`config.mk`:
```
export PLATFORM = sky130hd
export DESIGN_NAME = roce_rx_top
export DESIGN_NICKNAME = d
export VERILOG_FILES = /design/src/roce_rx_pkg.sv /design/src/roce_rx_top.sv /design/src/frame_forwarder.sv /design/src/csum_checker.sv /design/src/payload_realigner.sv /design/src/sync_fifo.sv
export SDC_FILE = /design/constraint.sdc
export NUM_CORES = 1
export LEC_CHECK = 0
export BUFFER_PORTS_ARGS = -buffer_cell sky130_fd_sc_hd__buf_2
export CAP_MARGIN = 20
export CORE_UTILIZATION = 47
export CTS_BUF_LIST = sky130_fd_sc_hd__clkbuf_4 sky130_fd_sc_hd__clkbuf_8
export CTS_CLUSTER_SIZE = 25
export DETAILED_ROUTE_END_ITERATION = 8
export GPL_ROUTABILITY_DRIVEN = 0
export PLACE_DENSITY_LB_ADDON = 0.3
export SYNTH_ARGS = -nofsm -noshare
export SYNTH_HDL_FRONTEND = slang
export SYNTH_HIERARCHICAL = 1
export SYNTH_SLANG_ARGS = --single-unit
```
`constraint.sdc`:
```
create_clock -name clk -period 6.6 [get_ports clk]
set_input_delay 0.99 -clock clk [delete_from_list [all_inputs] [get_ports clk]]
set_output_delay 0.99 -clock clk [all_outputs]
set_load 0.01 [all_outputs]
```
`src/roce_rx_pkg.sv`:
```
`default_nettype none

package roce_rx_pkg;

  // ************************************************************
  // widths and depths
  // ************************************************************

  localparam int DATA_W = 32;
  localparam int HALF_W = 16;

  // two whole beats plus one half word of header
  localparam int HDR_BYTES = 10;

  // bit position inside a beat where the payload starts
  localparam int HDR_SPLIT_BIT = (HDR_BYTES % (DATA_W / 8)) * 8;

  localparam int FRAME_FIFO_DEPTH   = 32;
  localparam int VERDICT_FIFO_DEPTH = 4;

  // free-entry counters need one extra bit to hold a full depth
  localparam int FRAME_CNT_W   = $clog2(FRAME_FIFO_DEPTH) + 1;
  localparam int VERDICT_CNT_W = $clog2(VERDICT_FIFO_DEPTH) + 1;

  // ************************************************************
  // types
  // ************************************************************

  typedef logic [DATA_W-1:0] data_t;
  typedef logic [HALF_W-1:0] half_t;

  // input beat, frame fifo entry and output word
  typedef struct packed {
    logic  last;
    data_t data;
  } beat_t;

  typedef enum logic [2:0] {
    RA_IDLE,
    RA_SKIP,
    RA_HEAD,
    RA_BODY,
    RA_TAIL
  } realign_state_e;

  typedef enum logic [1:0] {
    FW_IDLE,
    FW_PASS,
    FW_DROP
  } fwd_state_e;

endpackage

`default_nettype wire
```
`src/roce_rx_top.sv`:
```
`default_nettype none

module roce_rx_top
  import roce_rx_pkg::*;
(
  input  wire logic  clk,
  input  wire logic  rst_n,
  input  wire beat_t in_beat,
  input  wire logic  in_valid,
  output logic       in_ready,
  input  wire logic  out_full,
  output beat_t      out_word,
  output logic       out_valid
);

  logic accept;

  logic  ra_wr_en;
  beat_t ra_word;

  logic csum_wr;
  logic csum_good;

  beat_t                   frame_word;
  logic                    frame_empty;
  logic                    frame_rd;
  logic [FRAME_CNT_W-1:0]  frame_free;

  logic                     verdict_good;
  logic                     verdict_empty;
  logic                     verdict_rd;
  logic [VERDICT_CNT_W-1:0] verdict_free;

  // ************************************************************
  // input flow control
  // ************************************************************

  // two frame entries, the tail word lands a cycle after the last beat
  assign in_ready = (frame_free >= FRAME_CNT_W'(2)) && (verdict_free != '0);
  assign accept   = in_valid && in_ready;

  // realigner and checksum see the same accepted beats
  payload_realigner u_realigner (
    .clk    (clk),
    .rst_n  (rst_n),
    .accept (accept),
    .beat   (in_beat),
    .wr_en  (ra_wr_en),
    .word   (ra_word)
  );

  csum_checker u_csum (
    .clk          (clk),
    .rst_n        (rst_n),
    .accept       (accept),
    .beat         (in_beat),
    .verdict_wr   (csum_wr),
    .verdict_good (csum_good)
  );

  sync_fifo #(
    .WIDTH ($bits(beat_t)),
    .DEPTH (FRAME_FIFO_DEPTH)
  ) u_frame_fifo (
    .clk   (clk),
    .rst_n (rst_n),
    .wr_en (ra_wr_en),
    .din   (ra_word),
    .rd_en (frame_rd),
    .dout  (frame_word),
    .empty (frame_empty),
    .free  (frame_free)
  );

  sync_fifo #(
    .WIDTH (1),
    .DEPTH (VERDICT_FIFO_DEPTH)
  ) u_verdict_fifo (
    .clk   (clk),
    .rst_n (rst_n),
    .wr_en (csum_wr),
    .din   (csum_good),
    .rd_en (verdict_rd),
    .dout  (verdict_good),
    .empty (verdict_empty),
    .free  (verdict_free)
  );

  frame_forwarder u_forwarder (
    .clk           (clk),
    .rst_n         (rst_n),
    .verdict_empty (verdict_empty),
    .verdict_good  (verdict_good),
    .frame_empty   (frame_empty),
    .frame_word    (frame_word),
    .out_full      (out_full),
    .verdict_rd    (verdict_rd),
    .frame_rd      (frame_rd),
    .out_word      (out_word),
    .out_valid     (out_valid)
  );

endmodule

`default_nettype wire

```
`src/frame_forwarder.sv`:
```
`default_nettype none

module frame_forwarder
  import roce_rx_pkg::*;
(
  input  wire logic  clk,
  input  wire logic  rst_n,
  input  wire logic  verdict_empty,
  input  wire logic  verdict_good,
  input  wire logic  frame_empty,
  input  wire beat_t frame_word,
  input  wire logic  out_full,
  output logic       verdict_rd,
  output logic       frame_rd,
  output beat_t      out_word,
  output logic       out_valid
);

  fwd_state_e state_q;
  fwd_state_e state_d;

  // ************************************************************
  // fifo pops
  // ************************************************************

  // take a verdict only once its frame has started to land
  assign verdict_rd = (state_q == FW_IDLE) && !verdict_empty && !frame_empty;

  // drop mode also waits for room, so both modes pace alike
  assign frame_rd = (state_q != FW_IDLE) && !frame_empty && !out_full;

  assign out_valid = frame_rd && (state_q == FW_PASS);
  assign out_word  = frame_word;

  // ************************************************************
  // frame state
  // ************************************************************

  always_comb begin
    state_d = state_q;
    case (state_q)
      FW_IDLE: begin
        if (verdict_rd) begin
          state_d = verdict_good ? FW_PASS : FW_DROP;
        end
      end
      FW_PASS, FW_DROP: begin
        // end of frame once its last word is gone
        if (frame_rd && frame_word.last) begin
          state_d = FW_IDLE;
        end
      end
      default: begin
        state_d = FW_IDLE;
      end
    endcase
  end

  always_ff @(posedge clk or negedge rst_n) begin
    if (!rst_n) begin
      state_q <= FW_IDLE;
    end else begin
      state_q <= state_d;
    end
  end

endmodule

`default_nettype wire

```
`src/csum_checker.sv`:
```
`default_nettype none

module csum_checker
  import roce_rx_pkg::*;
(
  input  wire logic  clk,
  input  wire logic  rst_n,
  input  wire logic  accept,
  input  wire beat_t beat,
  output logic       verdict_wr,
  output logic       verdict_good
);

  half_t acc_q;
  half_t sum_lo;
  half_t sum_next;

  // ones'-complement add with end-around carry
  function automatic half_t oc_add(input half_t a, input half_t b);
    logic [HALF_W:0] raw;
    raw = {1'b0, a} + {1'b0, b};
    return raw[HALF_W-1:0] + half_t'(raw[HALF_W]);
  endfunction

  // both halves of the beat go into the sum, header included
  assign sum_lo   = oc_add(acc_q, beat.data[HALF_W-1:0]);
  assign sum_next = oc_add(sum_lo, beat.data[DATA_W-1:HALF_W]);

  // ************************************************************
  // verdict on the last beat
  // ************************************************************

  assign verdict_wr   = accept && beat.last;
  assign verdict_good = (sum_next == {HALF_W{1'b1}});

  always_ff @(posedge clk or negedge rst_n) begin
    if (!rst_n) begin
      acc_q <= '0;
    end else if (accept) begin
      // restart for the next frame
      if (beat.last) begin
        acc_q <= '0;
      end else begin
        acc_q <= sum_next;
      end
    end
  end

endmodule

`default_nettype wire

```
`src/payload_realigner.sv`:
```
`default_nettype none

module payload_realigner
  import roce_rx_pkg::*;
(
  input  wire logic  clk,
  input  wire logic  rst_n,
  input  wire logic  accept,
  input  wire beat_t beat,
  output logic       wr_en,
  output beat_t      word
);

  realign_state_e state_q;
  realign_state_e state_d;

  // carried upper half of the previous beat
  half_t store_q;
  logic  store_en;

  half_t beat_hi;
  half_t beat_lo;

  assign beat_hi = beat.data[DATA_W-1:HDR_SPLIT_BIT];
  assign beat_lo = beat.data[HDR_SPLIT_BIT-1:0];

  // ************************************************************
  // next state and frame fifo write
  // ************************************************************

  always_comb begin
    state_d  = state_q;
    wr_en    = 1'b0;
    word     = '0;
    store_en = 1'b0;

    case (state_q)
      RA_IDLE: begin
        // first header beat, nothing to keep
        if (accept) begin
          state_d = RA_SKIP;
        end
      end
      RA_SKIP: begin
        if (accept) begin
          state_d = RA_HEAD;
        end
      end
      RA_HEAD: begin
        // low half is the header tail, upper half starts the payload
        if (accept) begin
          store_en = 1'b1;
          state_d  = beat.last ? RA_TAIL : RA_BODY;
        end
      end
      RA_BODY: begin
        if (accept) begin
          wr_en     = 1'b1;
          word.data = {beat_lo, store_q};
          store_en  = 1'b1;
          if (beat.last) begin
            state_d = RA_TAIL;
          end
        end
      end
      RA_TAIL: begin
        // leftover half word, zero padded on top
        wr_en     = 1'b1;
        word.last = 1'b1;
        word.data = {{HALF_W{1'b0}}, store_q};
        state_d   = accept ? RA_SKIP : RA_IDLE;
      end
      default: begin
        state_d = RA_IDLE;
      end
    endcase
  end

  always_ff @(posedge clk or negedge rst_n) begin
    if (!rst_n) begin
      state_q <= RA_IDLE;
    end else begin
      state_q <= state_d;
    end
  end

  always_ff @(posedge clk) begin
    if (store_en) begin
      store_q <= beat_hi;
    end
  end

endmodule

`default_nettype wire

```
`src/sync_fifo.sv`:
```
`default_nettype none

module sync_fifo #(
  parameter int WIDTH = 8,
  parameter int DEPTH = 4
) (
  input  wire logic                     clk,
  input  wire logic                     rst_n,
  input  wire logic                     wr_en,
  input  wire logic [WIDTH-1:0]         din,
  input  wire logic                     rd_en,
  output logic      [WIDTH-1:0]         dout,
  output logic                          empty,
  output logic      [$clog2(DEPTH):0]   free
);

  localparam int PTR_W = $clog2(DEPTH);

  logic [WIDTH-1:0] mem [DEPTH];
  logic [PTR_W-1:0] wr_ptr;
  logic [PTR_W-1:0] rd_ptr;
  logic [PTR_W:0]   count;

  // storage array, written at the tail
  always_ff @(posedge clk) begin
    if (wr_en) begin
      mem[wr_ptr] <= din;
    end
  end

  // pointers wrap on their own since depth is a power of two
  always_ff @(posedge clk or negedge rst_n) begin
    if (!rst_n) begin
      wr_ptr <= '0;
      rd_ptr <= '0;
    end else begin
      if (wr_en) begin
        wr_ptr <= wr_ptr + 1'b1;
      end
      if (rd_en) begin
        rd_ptr <= rd_ptr + 1'b1;
      end
    end
  end

  // occupancy, unchanged on a simultaneous push and pop
  always_ff @(posedge clk or negedge rst_n) begin
    if (!rst_n) begin
      count <= '0;
    end else begin
      case ({wr_en, rd_en})
        2'b10:   count <= count + 1'b1;
        2'b01:   count <= count - 1'b1;
        default: count <= count;
      endcase
    end
  end

  // read-ahead: head entry is always on dout
  assign dout  = mem[rd_ptr];
  assign empty = (count == '0);
  assign free  = DEPTH[PTR_W:0] - count;

endmodule

`default_nettype wire

```
# After elaboration in Yosys (flattened, before gate mapping)

Memory sizes are Yosys's and may differ from the RTL's.
Index checks and enable logic that the tools add are counted.

Reductions and logical operators: 24
Muxes and demuxes: 25
Add/sub/neg operators: 14
Equality and inequality tests: 18
Order comparisons: 1

Operators with widths:

| cell                 | number |
|---|---|
| $pmux 32 s2          | 1 |
| $add 16x16->17       | 2 |
| $add 16x1->16        | 2 |
| $mux 32              | 1 |
| $mux 3               | 6 |
| $eq 16x16->1 const B | 1 |
| $mux 16              | 1 |
| $pmux 3 s5           | 1 |
| $pmux 6 s2           | 1 |
| $add 5x1->5 const B  | 2 |
| $ne 2x1->1 const B   | 5 |
| $logic_and 1x1->1    | 9 |
| $mux 1               | 8 |
| $add 6x1->6 const B  | 1 |
| $eq 2x1->1 const B   | 3 |
| $eq 2x2->1 const B   | 3 |
| $eq 3x2->1 const B   | 2 |
| $ge 6x2->1 const B   | 1 |
| $logic_not 3->1      | 2 |
| $logic_not 6->1      | 1 |
| $mux 2               | 3 |
| $pmux 3 s2           | 1 |
| $reduce_bool 2->1    | 3 |
| $sub 6x1->6 const B  | 1 |
| other kinds (16)     | 21 |

Memories kept: 2
Input port bits: 37
Output and inout bits: 35
Bits in registers: 60
Logic and storage cells: 94
RAM bits: 1,060

Memory list:

| name               | depth | width | read ports | clocked after Yosys merged registers in | write ports | RTL line        | source |
|---|---|---|---|---|---|---|---|
| u_frame_fifo.mem   | 32    | 33    | 1          | 0                                       | 1           | sync_fifo.sv:19 | `logic [WIDTH-1:0] mem [DEPTH];` |
| u_verdict_fifo.mem | 4     | 1     | 1          | 0                                       | 1           | sync_fifo.sv:19 |  |

# Depth between registers and ports, before layout

Gate-level depths: netlist of the first run.

Word-level depth: 8
Mapped depth: 36

# By module

Netlist of the first run, hierarchy kept.

By module, submodules not included:

| module                     | area an instance (µm²) | times used | cells an instance | sequential area each (µm²) |
|---|---|---|---|---|
| sync_fifo (u_frame_fifo)   | 41,304.6               | 1          | 1,949             | 32,110.8 |
| csum_checker               | 2,791.4                | 1          | 334               | 400.4 |
| payload_realigner          | 950.9                  | 1          | 69                | 555.5 |
| sync_fifo (u_verdict_fifo) | 564.3                  | 1          | 43                | 295.3 |
| frame_forwarder            | 411.6                  | 1          | 51                | 50.0 |
| roce_rx_top                | 37.5                   | 1          | 6                 | 0.0 |

# Worst setup path after synthesis of the first run

No wires, ideal clock.

Kind: in2reg
Start point: input in_beat[0] (netlist name)
End point: memory u_verdict_fifo.mem[0], data pin
Data required time: 6,370 ps
Data arrival time: 7,104 ps
Setup slack: -734 ps
Stages: 36
Cells stage by stage: ha_1 -> inv_1 -> fa_1 -> nand2b_1 -> a21oi_1 -> or3_1 -> a221o_1 -> a31oi_1 -> o21bai_1 -> a21o_1 -> a21o_1 -> ha_1 -> nand2b_1 -> nor4_1 -> nand2_1 -> xnor2_1 -> ha_1 -> and4_4 -> and4_1 -> or2_4 -> a31oi_4 -> o21bai_1 -> a21oi_1 -> nor2b_1 -> o21ai_0 -> nand2b_1 -> ha_1 -> ha_1 -> nand2_1 -> nor3_1 -> nand2_1 -> nor3_4 -> nand2b_2 -> or4_1 -> a21o_1 -> a2111oi_2

Longest elaborated chain between the ends: 5

Ends and longest elaborated chain:

| element            | RTL line           | source |
|---|---|---|
| start: declaration | roce_rx_top.sv:8   | `input wire beat_t in_beat,` |
| $add 16x16->17     | csum_checker.sv:21 | `raw = {1'b0, a} + {1'b0, b};` |
| $add 16x1->16      | csum_checker.sv:22 | `return raw[HALF_W-1:0] + half_t'(raw[HALF_W]);` |
| $add 16x16->17     | csum_checker.sv:21 |  |
| $add 16x1->16      | csum_checker.sv:22 |  |
| $eq 16x16->1       | csum_checker.sv:34 | `assign verdict_good = (sum_next == {HALF_W{1'b1}});` |
| via csum_good      | roce_rx_top.sv:22  | `logic csum_good;` |
| end: declaration   | sync_fifo.sv:19    |  |

The timed path passes the listed nets, and every way through them passes these cells.

# Worst setup path in the final report of the first run

Start point: register u_csum.acc_q[0]
End point: memory u_verdict_fifo.mem[1], data pin

Longest elaborated chain between the ends: 5

Ends and longest elaborated chain:

| element                  | RTL line           | source |
|---|---|---|
| start: declaration       | csum_checker.sv:14 | `half_t acc_q;` |
| start signal: assignment | csum_checker.sv:44 | `acc_q <= sum_next;` |
| $add 16x16->17           | csum_checker.sv:21 |  |
| $add 16x1->16            | csum_checker.sv:22 |  |
| $add 16x16->17           | csum_checker.sv:21 |  |
| $add 16x1->16            | csum_checker.sv:22 |  |
| $eq 16x16->1             | csum_checker.sv:34 |  |
| via csum_good            | roce_rx_top.sv:22  |  |

The timed path passes the listed nets, and every way through them passes these cells.

==> flow_metrics.env, run 1 <==
export IMPL_avgViaCountPerCell=6.00
export IMPL_final_cell_count_no_fill=4166
export IMPL_pwr_share_comb_pct=37.0
export IMPL_vias=25000
export IMPL_cp_required_ns=7.21
export IMPL_worst_pin_slew_ns=1.16
export IMPL_io_pins=72
export IMPL_setup_viol=4
export IMPL_cap_violations=0
export IMPL_port_buffers=71
export IMPL_grt_util_all_layers_pct=23.4
export IMPL_nNetsFinal=2842
export IMPL_clock_latency_ns=0.83
export IMPL_synth_nets=2546
export IMPL_critPathSlowestCell="or4_1"
export IMPL_die_w_um=315
export IMPL_leakagePower_nw=18.1
export IMPL_clockPowerShare_pct=25.1
export IMPL_crit_type="register to register"
export IMPL_grt_start_max_net_pins=115
export IMPL_violations="DRC, setup timing"
export IMPL_syn_inst=2451
export IMPL_place_area_mm2=0.0489
export IMPL_cts_tree="built"
export IMPL_power_density_mw_per_mm2=439
export IMPL_finalInstanceArea_mm2=0.0527
export IMPL_ctsHtreeMaxLevel=4
export IMPL_layout_cells_most_common="edfxtp_1"
export IMPL_slowest_delay_ns=0.50
export IMPL_finalHoldViolations=0
export IMPL_layout_drive_gt1_share_pct=28.8
export IMPL_period_needed_ns=6.82
export IMPL_placementRows=114
export IMPL_pwr_share_seq_pct=37.9
export IMPL_fmax_mhz=147
export IMPL_switching_share_pct=34.5
export IMPL_fp_dieArea_mm2=0.0992
export IMPL_dieHeight_um=315
export IMPL_cp_end_kind="register"
export IMPL_dp_slack_ns=-0.951
export IMPL_start_kind="register"
export IMPL_synth_warnings=6
export IMPL_routed_wl_um=115000
export IMPL_grt_overflow=0
export IMPL_final_cell_mix="edfxtp_1, mux2i_1, buf_4, clkbuf_8, mux4_2"
export IMPL_antenna_found_initial=4
export IMPL_root_buffer="clkbuf_8"
export IMPL_setup_ws_ns=-0.220
export IMPL_cts_sinks=1120
export IMPL_fin_crit_sh_pct=103
export IMPL_post_dp_hpwl_um=66100
export IMPL_rsz0062_at_grt="true"
export IMPL_core_area_mm2=0.0969
export IMPL_status="complete, but fails checks"
export IMPL_syn2layout_area_growth_pct=14.4
export IMPL_max_slew_margin_pct=22.7
export IMPL_min_path_type="input pin to async pin"
export IMPL_clockBufferDepth=3
export IMPL_initial_core_util_pct=47.6
export IMPL_p_int_mw=15.2
export IMPL_cts_buffers=176
export IMPL_route_detailed_drc=5
export IMPL_tns_ns=-0.861
export IMPL_clock_skew_ns=0.0494
export IMPL_mappedNetlistArea_mm2=0.0461
export IMPL_grt_pass1_vias=25200
export IMPL_finalPower_mw=23.2
export IMPL_dp_cells=3827
export IMPL_crit_fanout=4
export IMPL_drt_pass1_iterations=9
export IMPL_drt_iter0_markers=2641
export IMPL_crit_arrival_ns=7.43
export IMPL_clk_pin_slew_ns=0.06
export IMPL_switching_power_mw=7.98
export IMPL_antenna_left=0
export IMPL_wl_per_cell_um=27.6
export IMPL_synth_avg_cell_area_um2=18.8
export IMPL_drv_slew=0
export IMPL_ir_drop_mv=0.496
export IMPL_grt_pass1_wl_um=168000
-- power groups by stage --
stage               Sequential [mW]  Clock (mW)  Combinational [mW]
detailed placement             8.91           0                8.43
global placement               8.89           0                8.23
CTS                            8.77        5.90                8.49
finish                         8.77        5.81                8.58
floorplan                      8.55           0                6.05
global route                   8.80        6.20                9.16
-- worst max-delay path, delay by kind of cell (launching register included) --
kind	cells	cell delay, ns
AO/OA/AOI/OAI	12	2.06
XOR/XNOR	1	0.18
adder cells (fa/ha/maj)	6	1.22
buffers and inverters	1	0.05
flip-flops	1	0.41
AND/OR/NAND/NOR	15	2.67
-- routing by layer --
metal / track usage (%) / share of wire (%) / wire (um)
met2: 37.6 / 48 / 55500
met4: 7.13 / 2.3 / 2680
met3: 4.73 / 8.7 / 10000
met5: 0 / 0.011 / 13
met1: 32.2 / 41 / 46900
-- state kept, by name, summed over array words and instances (netlist names) --
register	count
u_realigner/store_q	16
u_frame_fifo/count	6
u_csum/acc_q	16
u_forwarder/state_q	2
u_realigner/state_q	3
u_verdict_fifo/wr_ptr	2
u_frame_fifo/rd_ptr	5
u_verdict_fifo/rd_ptr	2
u_verdict_fifo/count	3
u_frame_fifo/wr_ptr	5
u_verdict_fifo/mem	4
u_frame_fifo/mem	1056
-- stage by stage --
stage	hold slack (ns)	util [%]
2_1_floorplan	0.453	-
3_3_place_gp	0.472	50.4
3_5_place_dp	0.478	50.4
4_1_cts	0.202	54.1
5_1_grt	0.260	54.4
6_report	0.242	54.4
-- what timing repair did --
item                                    4_1_cts  5_1_grt
cloned                                        0        0
pin swaps                                    16        3
endpoints found under the setup margin        4        6
resized for setup                             5        5
hold buffers                                  0        0
setup buffers                                 3        4
-- final timing paths --
path | startpoint | end | slack, ns | cells past startpoint
max | u_csum/acc_q[0] | u_verdict_fifo/mem[1] | -0.22 | 35
min | rst_n | u_verdict_fifo/count[2] | 0.24 | 2
max reg2reg | u_csum/acc_q[0] | u_verdict_fifo/mem[1] | -0.22 | 35
min reg2reg | u_verdict_fifo/rd_ptr[1] | u_verdict_fifo/rd_ptr[1] | 0.49 | 1
max in group asynchronous | rst_n | u_frame_fifo/rd_ptr[1] | 5.86 | 2
min in group clk | in_beat[19] | u_realigner/store_q[3] | 0.39 | 1
-- cell type report --
| class | instances | area, um2 |
|---|---|---|
| fillers | 7343 | 44100 |
| clock inverters | 86 | 604 |
| diodes | 1 | 2.50 |
| clock buffers | 234 | 2880 |
| multi-input cells | 1123 | 11900 |
| flip-flops and latches | 1120 | 33400 |
| inverters | 42 | 158 |
| repair buffers | 284 | 2180 |
| well taps | 1276 | 1600 |
Power figures use the tool's default switching activity.
==> run 2, diff against run 1 <==
--- a/config.mk
+++ b/config.mk
@@ -13,6 +13,7 @@
 export DETAILED_ROUTE_END_ITERATION = 8
 export GPL_ROUTABILITY_DRIVEN = 0
 export PLACE_DENSITY_LB_ADDON = 0.3
+export SKIP_CTS_REPAIR_TIMING = 1
 export SYNTH_ARGS = -nofsm -noshare
 export SYNTH_HDL_FRONTEND = slang
 export SYNTH_HIERARCHICAL = 1
==> run 2 against run 1 <==
Against the previous run: critical path type unchanged; register-to-register slack got worse by 0.08 ns; critical endpoint is now u_verdict_fifo/mem[3]; final cell count about the same; the run still ends with DRC, setup timing left; clock power is essentially flat; sequential power barely moved.
==> flow_metrics.env, run 2 (synthesis results as in run 1) <==
export IMPL_r2r_slack_ns=-0.29
export IMPL_crit_arrival_ns=7.51
export IMPL_port_buffers=71
export IMPL_clock_latency_ns=0.83
export IMPL_route_detailed_drc=5
export IMPL_ir_drop_mv=0.493
export IMPL_clockPowerShare_pct=25.1
export IMPL_drt_pass1_iterations=9
export IMPL_period_needed_ns=6.89
export IMPL_ff_latch_area_mm2=0.0334
export IMPL_nFillCells=7346
export IMPL_final_cell_mix="edfxtp_1, mux2i_1, buf_4, clkbuf_8, mux4_2"
export IMPL_fp_dieArea_mm2=0.0992
export IMPL_avgViaCountPerCell=5.98
export IMPL_io_pins=72
export IMPL_root_buffer="clkbuf_8"
export IMPL_status="complete, but fails checks"
export IMPL_core_area_mm2=0.0969
export IMPL_rsz0062_at_grt="true"
export IMPL_grt_overflow=0
export IMPL_routed_wl_um=115000
export IMPL_r2r_start="u_csum/acc_q[0]"
export IMPL_grt_util_all_layers_pct=23.4
export IMPL_antenna_left=0
export IMPL_crit_fanout=4
export IMPL_switching_share_pct=34.5
export IMPL_max_slew_margin_pct=22.1
export IMPL_wl_per_cell_um=27.6
export IMPL_grt_pass1_wl_um=168000
export IMPL_layout_drive_gt1_share_pct=28.9
export IMPL_cts_sinks=1120
export IMPL_switching_power_mw=7.99
export IMPL_critPathSlowestCell="or4_1"
export IMPL_pwr_share_seq_pct=37.9
export IMPL_placementRows=114
export IMPL_die_w_um=315
export IMPL_regMostFlops="u_frame_fifo/mem"
export IMPL_dp_slack_ns=-0.951
export IMPL_crit_type="register to register"
export IMPL_dp_cells=3827
export IMPL_finalHoldViolations=0
export IMPL_drv_slew=0
export IMPL_r2r_cells=36
export IMPL_ctsHtreeMaxLevel=4
export IMPL_worst_pin_slew_ns=1.17
export IMPL_reg2reg_to="u_verdict_fifo/mem[3]"
export IMPL_violations="DRC, setup timing"
export IMPL_syn2layout_area_growth_pct=14.5
export IMPL_fin_crit_sh_pct=104
export IMPL_setup_viol=4
export IMPL_dieHeight_um=315
export IMPL_min_path_type="input pin to async pin"
export IMPL_endpoint="u_verdict_fifo/mem[3]"
export IMPL_grt_pass1_vias=25200
export IMPL_post_dp_hpwl_um=66100
export IMPL_setup_ws_ns=-0.295
export IMPL_cts_tree="built"
export IMPL_critPathLaunch="u_csum/acc_q[0]"
export IMPL_p_int_mw=15.2
export IMPL_cp_top_family="simple AND/OR/NAND/NOR gates"
export IMPL_vias=24900
export IMPL_slowest_delay_ns=0.47
export IMPL_layout_cells_most_common="edfxtp_1"
export IMPL_cts_buffers=176
export IMPL_nNetsFinal=2843
export IMPL_critical_path_buf_inv_count=3
export IMPL_start_kind="register"
export IMPL_reg_largest_list="u_frame_fifo/mem (1056), u_csum/acc_q (16), u_realigner/store_q (16)"
export IMPL_worstSetupPathDepth=36
export IMPL_final_cell_count_no_fill=4167
export IMPL_largest_reg_flops=1056
export IMPL_grt_start_max_net_pins=115
export IMPL_drt_iter0_markers=2726
export IMPL_cp_required_ns=7.21
export IMPL_fmax_mhz=145
export IMPL_clock_skew_ns=0.0477
export IMPL_cp_end_kind="register"
export IMPL_clockBufferDepth=3
export IMPL_power_density_mw_per_mm2=439
export IMPL_cap_violations=0
export IMPL_multi_input_area_mm2=0.0119
export IMPL_pwr_share_comb_pct=37.1
export IMPL_finalPower_mw=23.2
export IMPL_leakagePower_nw=18.1
export IMPL_initial_core_util_pct=47.6
export IMPL_antenna_found_initial=4
export IMPL_clk_pin_slew_ns=0.06
[run 2: layout make-up]
type	count	share of cell area (%)
clock inverter	86	1.15
tap	1276	3.03
multi-input combinational	1123	22.5
sequential	1120	63.4
clock buffer	234	5.45
timing repair buffer	285	4.16
inverter	42	0.299
antenna	1	0.00474
[run 2: worst min-delay path by stage]
stage	startpoint	to	slack (ns)	cells past startpoint
after global placement	u_verdict_fifo/rd_ptr[1]	u_verdict_fifo/rd_ptr[1]	0.47	1
after global routing	rst_n	u_frame_fifo/rd_ptr[0]	0.26	2
after CTS	rst_n	u_verdict_fifo/wr_ptr[0]	0.20	2
final	rst_n	u_verdict_fifo/count[2]	0.24	2
after floorplan	u_verdict_fifo/rd_ptr[1]	u_verdict_fifo/rd_ptr[1]	0.45	1
after detailed placement	u_verdict_fifo/rd_ptr[1]	u_verdict_fifo/rd_ptr[1]	0.48	1
[run 2: metal layers]
layer	up-vias	share of wire, %	global-route usage (%)
met3	197	9.0	4.73
met2	1174	48	37.6
li1	10600	-	-
met4	2	2.4	7.14
met1	12900	41	32.2
met5	-	0.011	0
[run 2: power by group through the flow]
stage	Sequential (mW)	Combinational [mW]	Clock (mW)
2_1_floorplan	8.55	6.05	0
3_3_place_gp	8.89	8.23	0
3_5_place_dp	8.91	8.43	0
4_1_cts	8.77	8.45	5.90
5_1_grt	8.80	9.17	6.20
6_report	8.77	8.59	5.81
[run 2: through the flow]
stage / hold slack, ns / setup TNS [ns] / util (%) / instance area, um2
CTS: 0.202 / -1.12 / 54.0 / 52300
finish: 0.240 / -1.17 / 54.5 / 52700
global placement: 0.472 / -4.49 / 50.4 / 48800
detailed placement: 0.478 / -6.10 / 50.4 / 48900
floorplan: 0.453 / -1.56 / - / 46200
global route: 0.260 / -2.76 / 54.5 / 52700
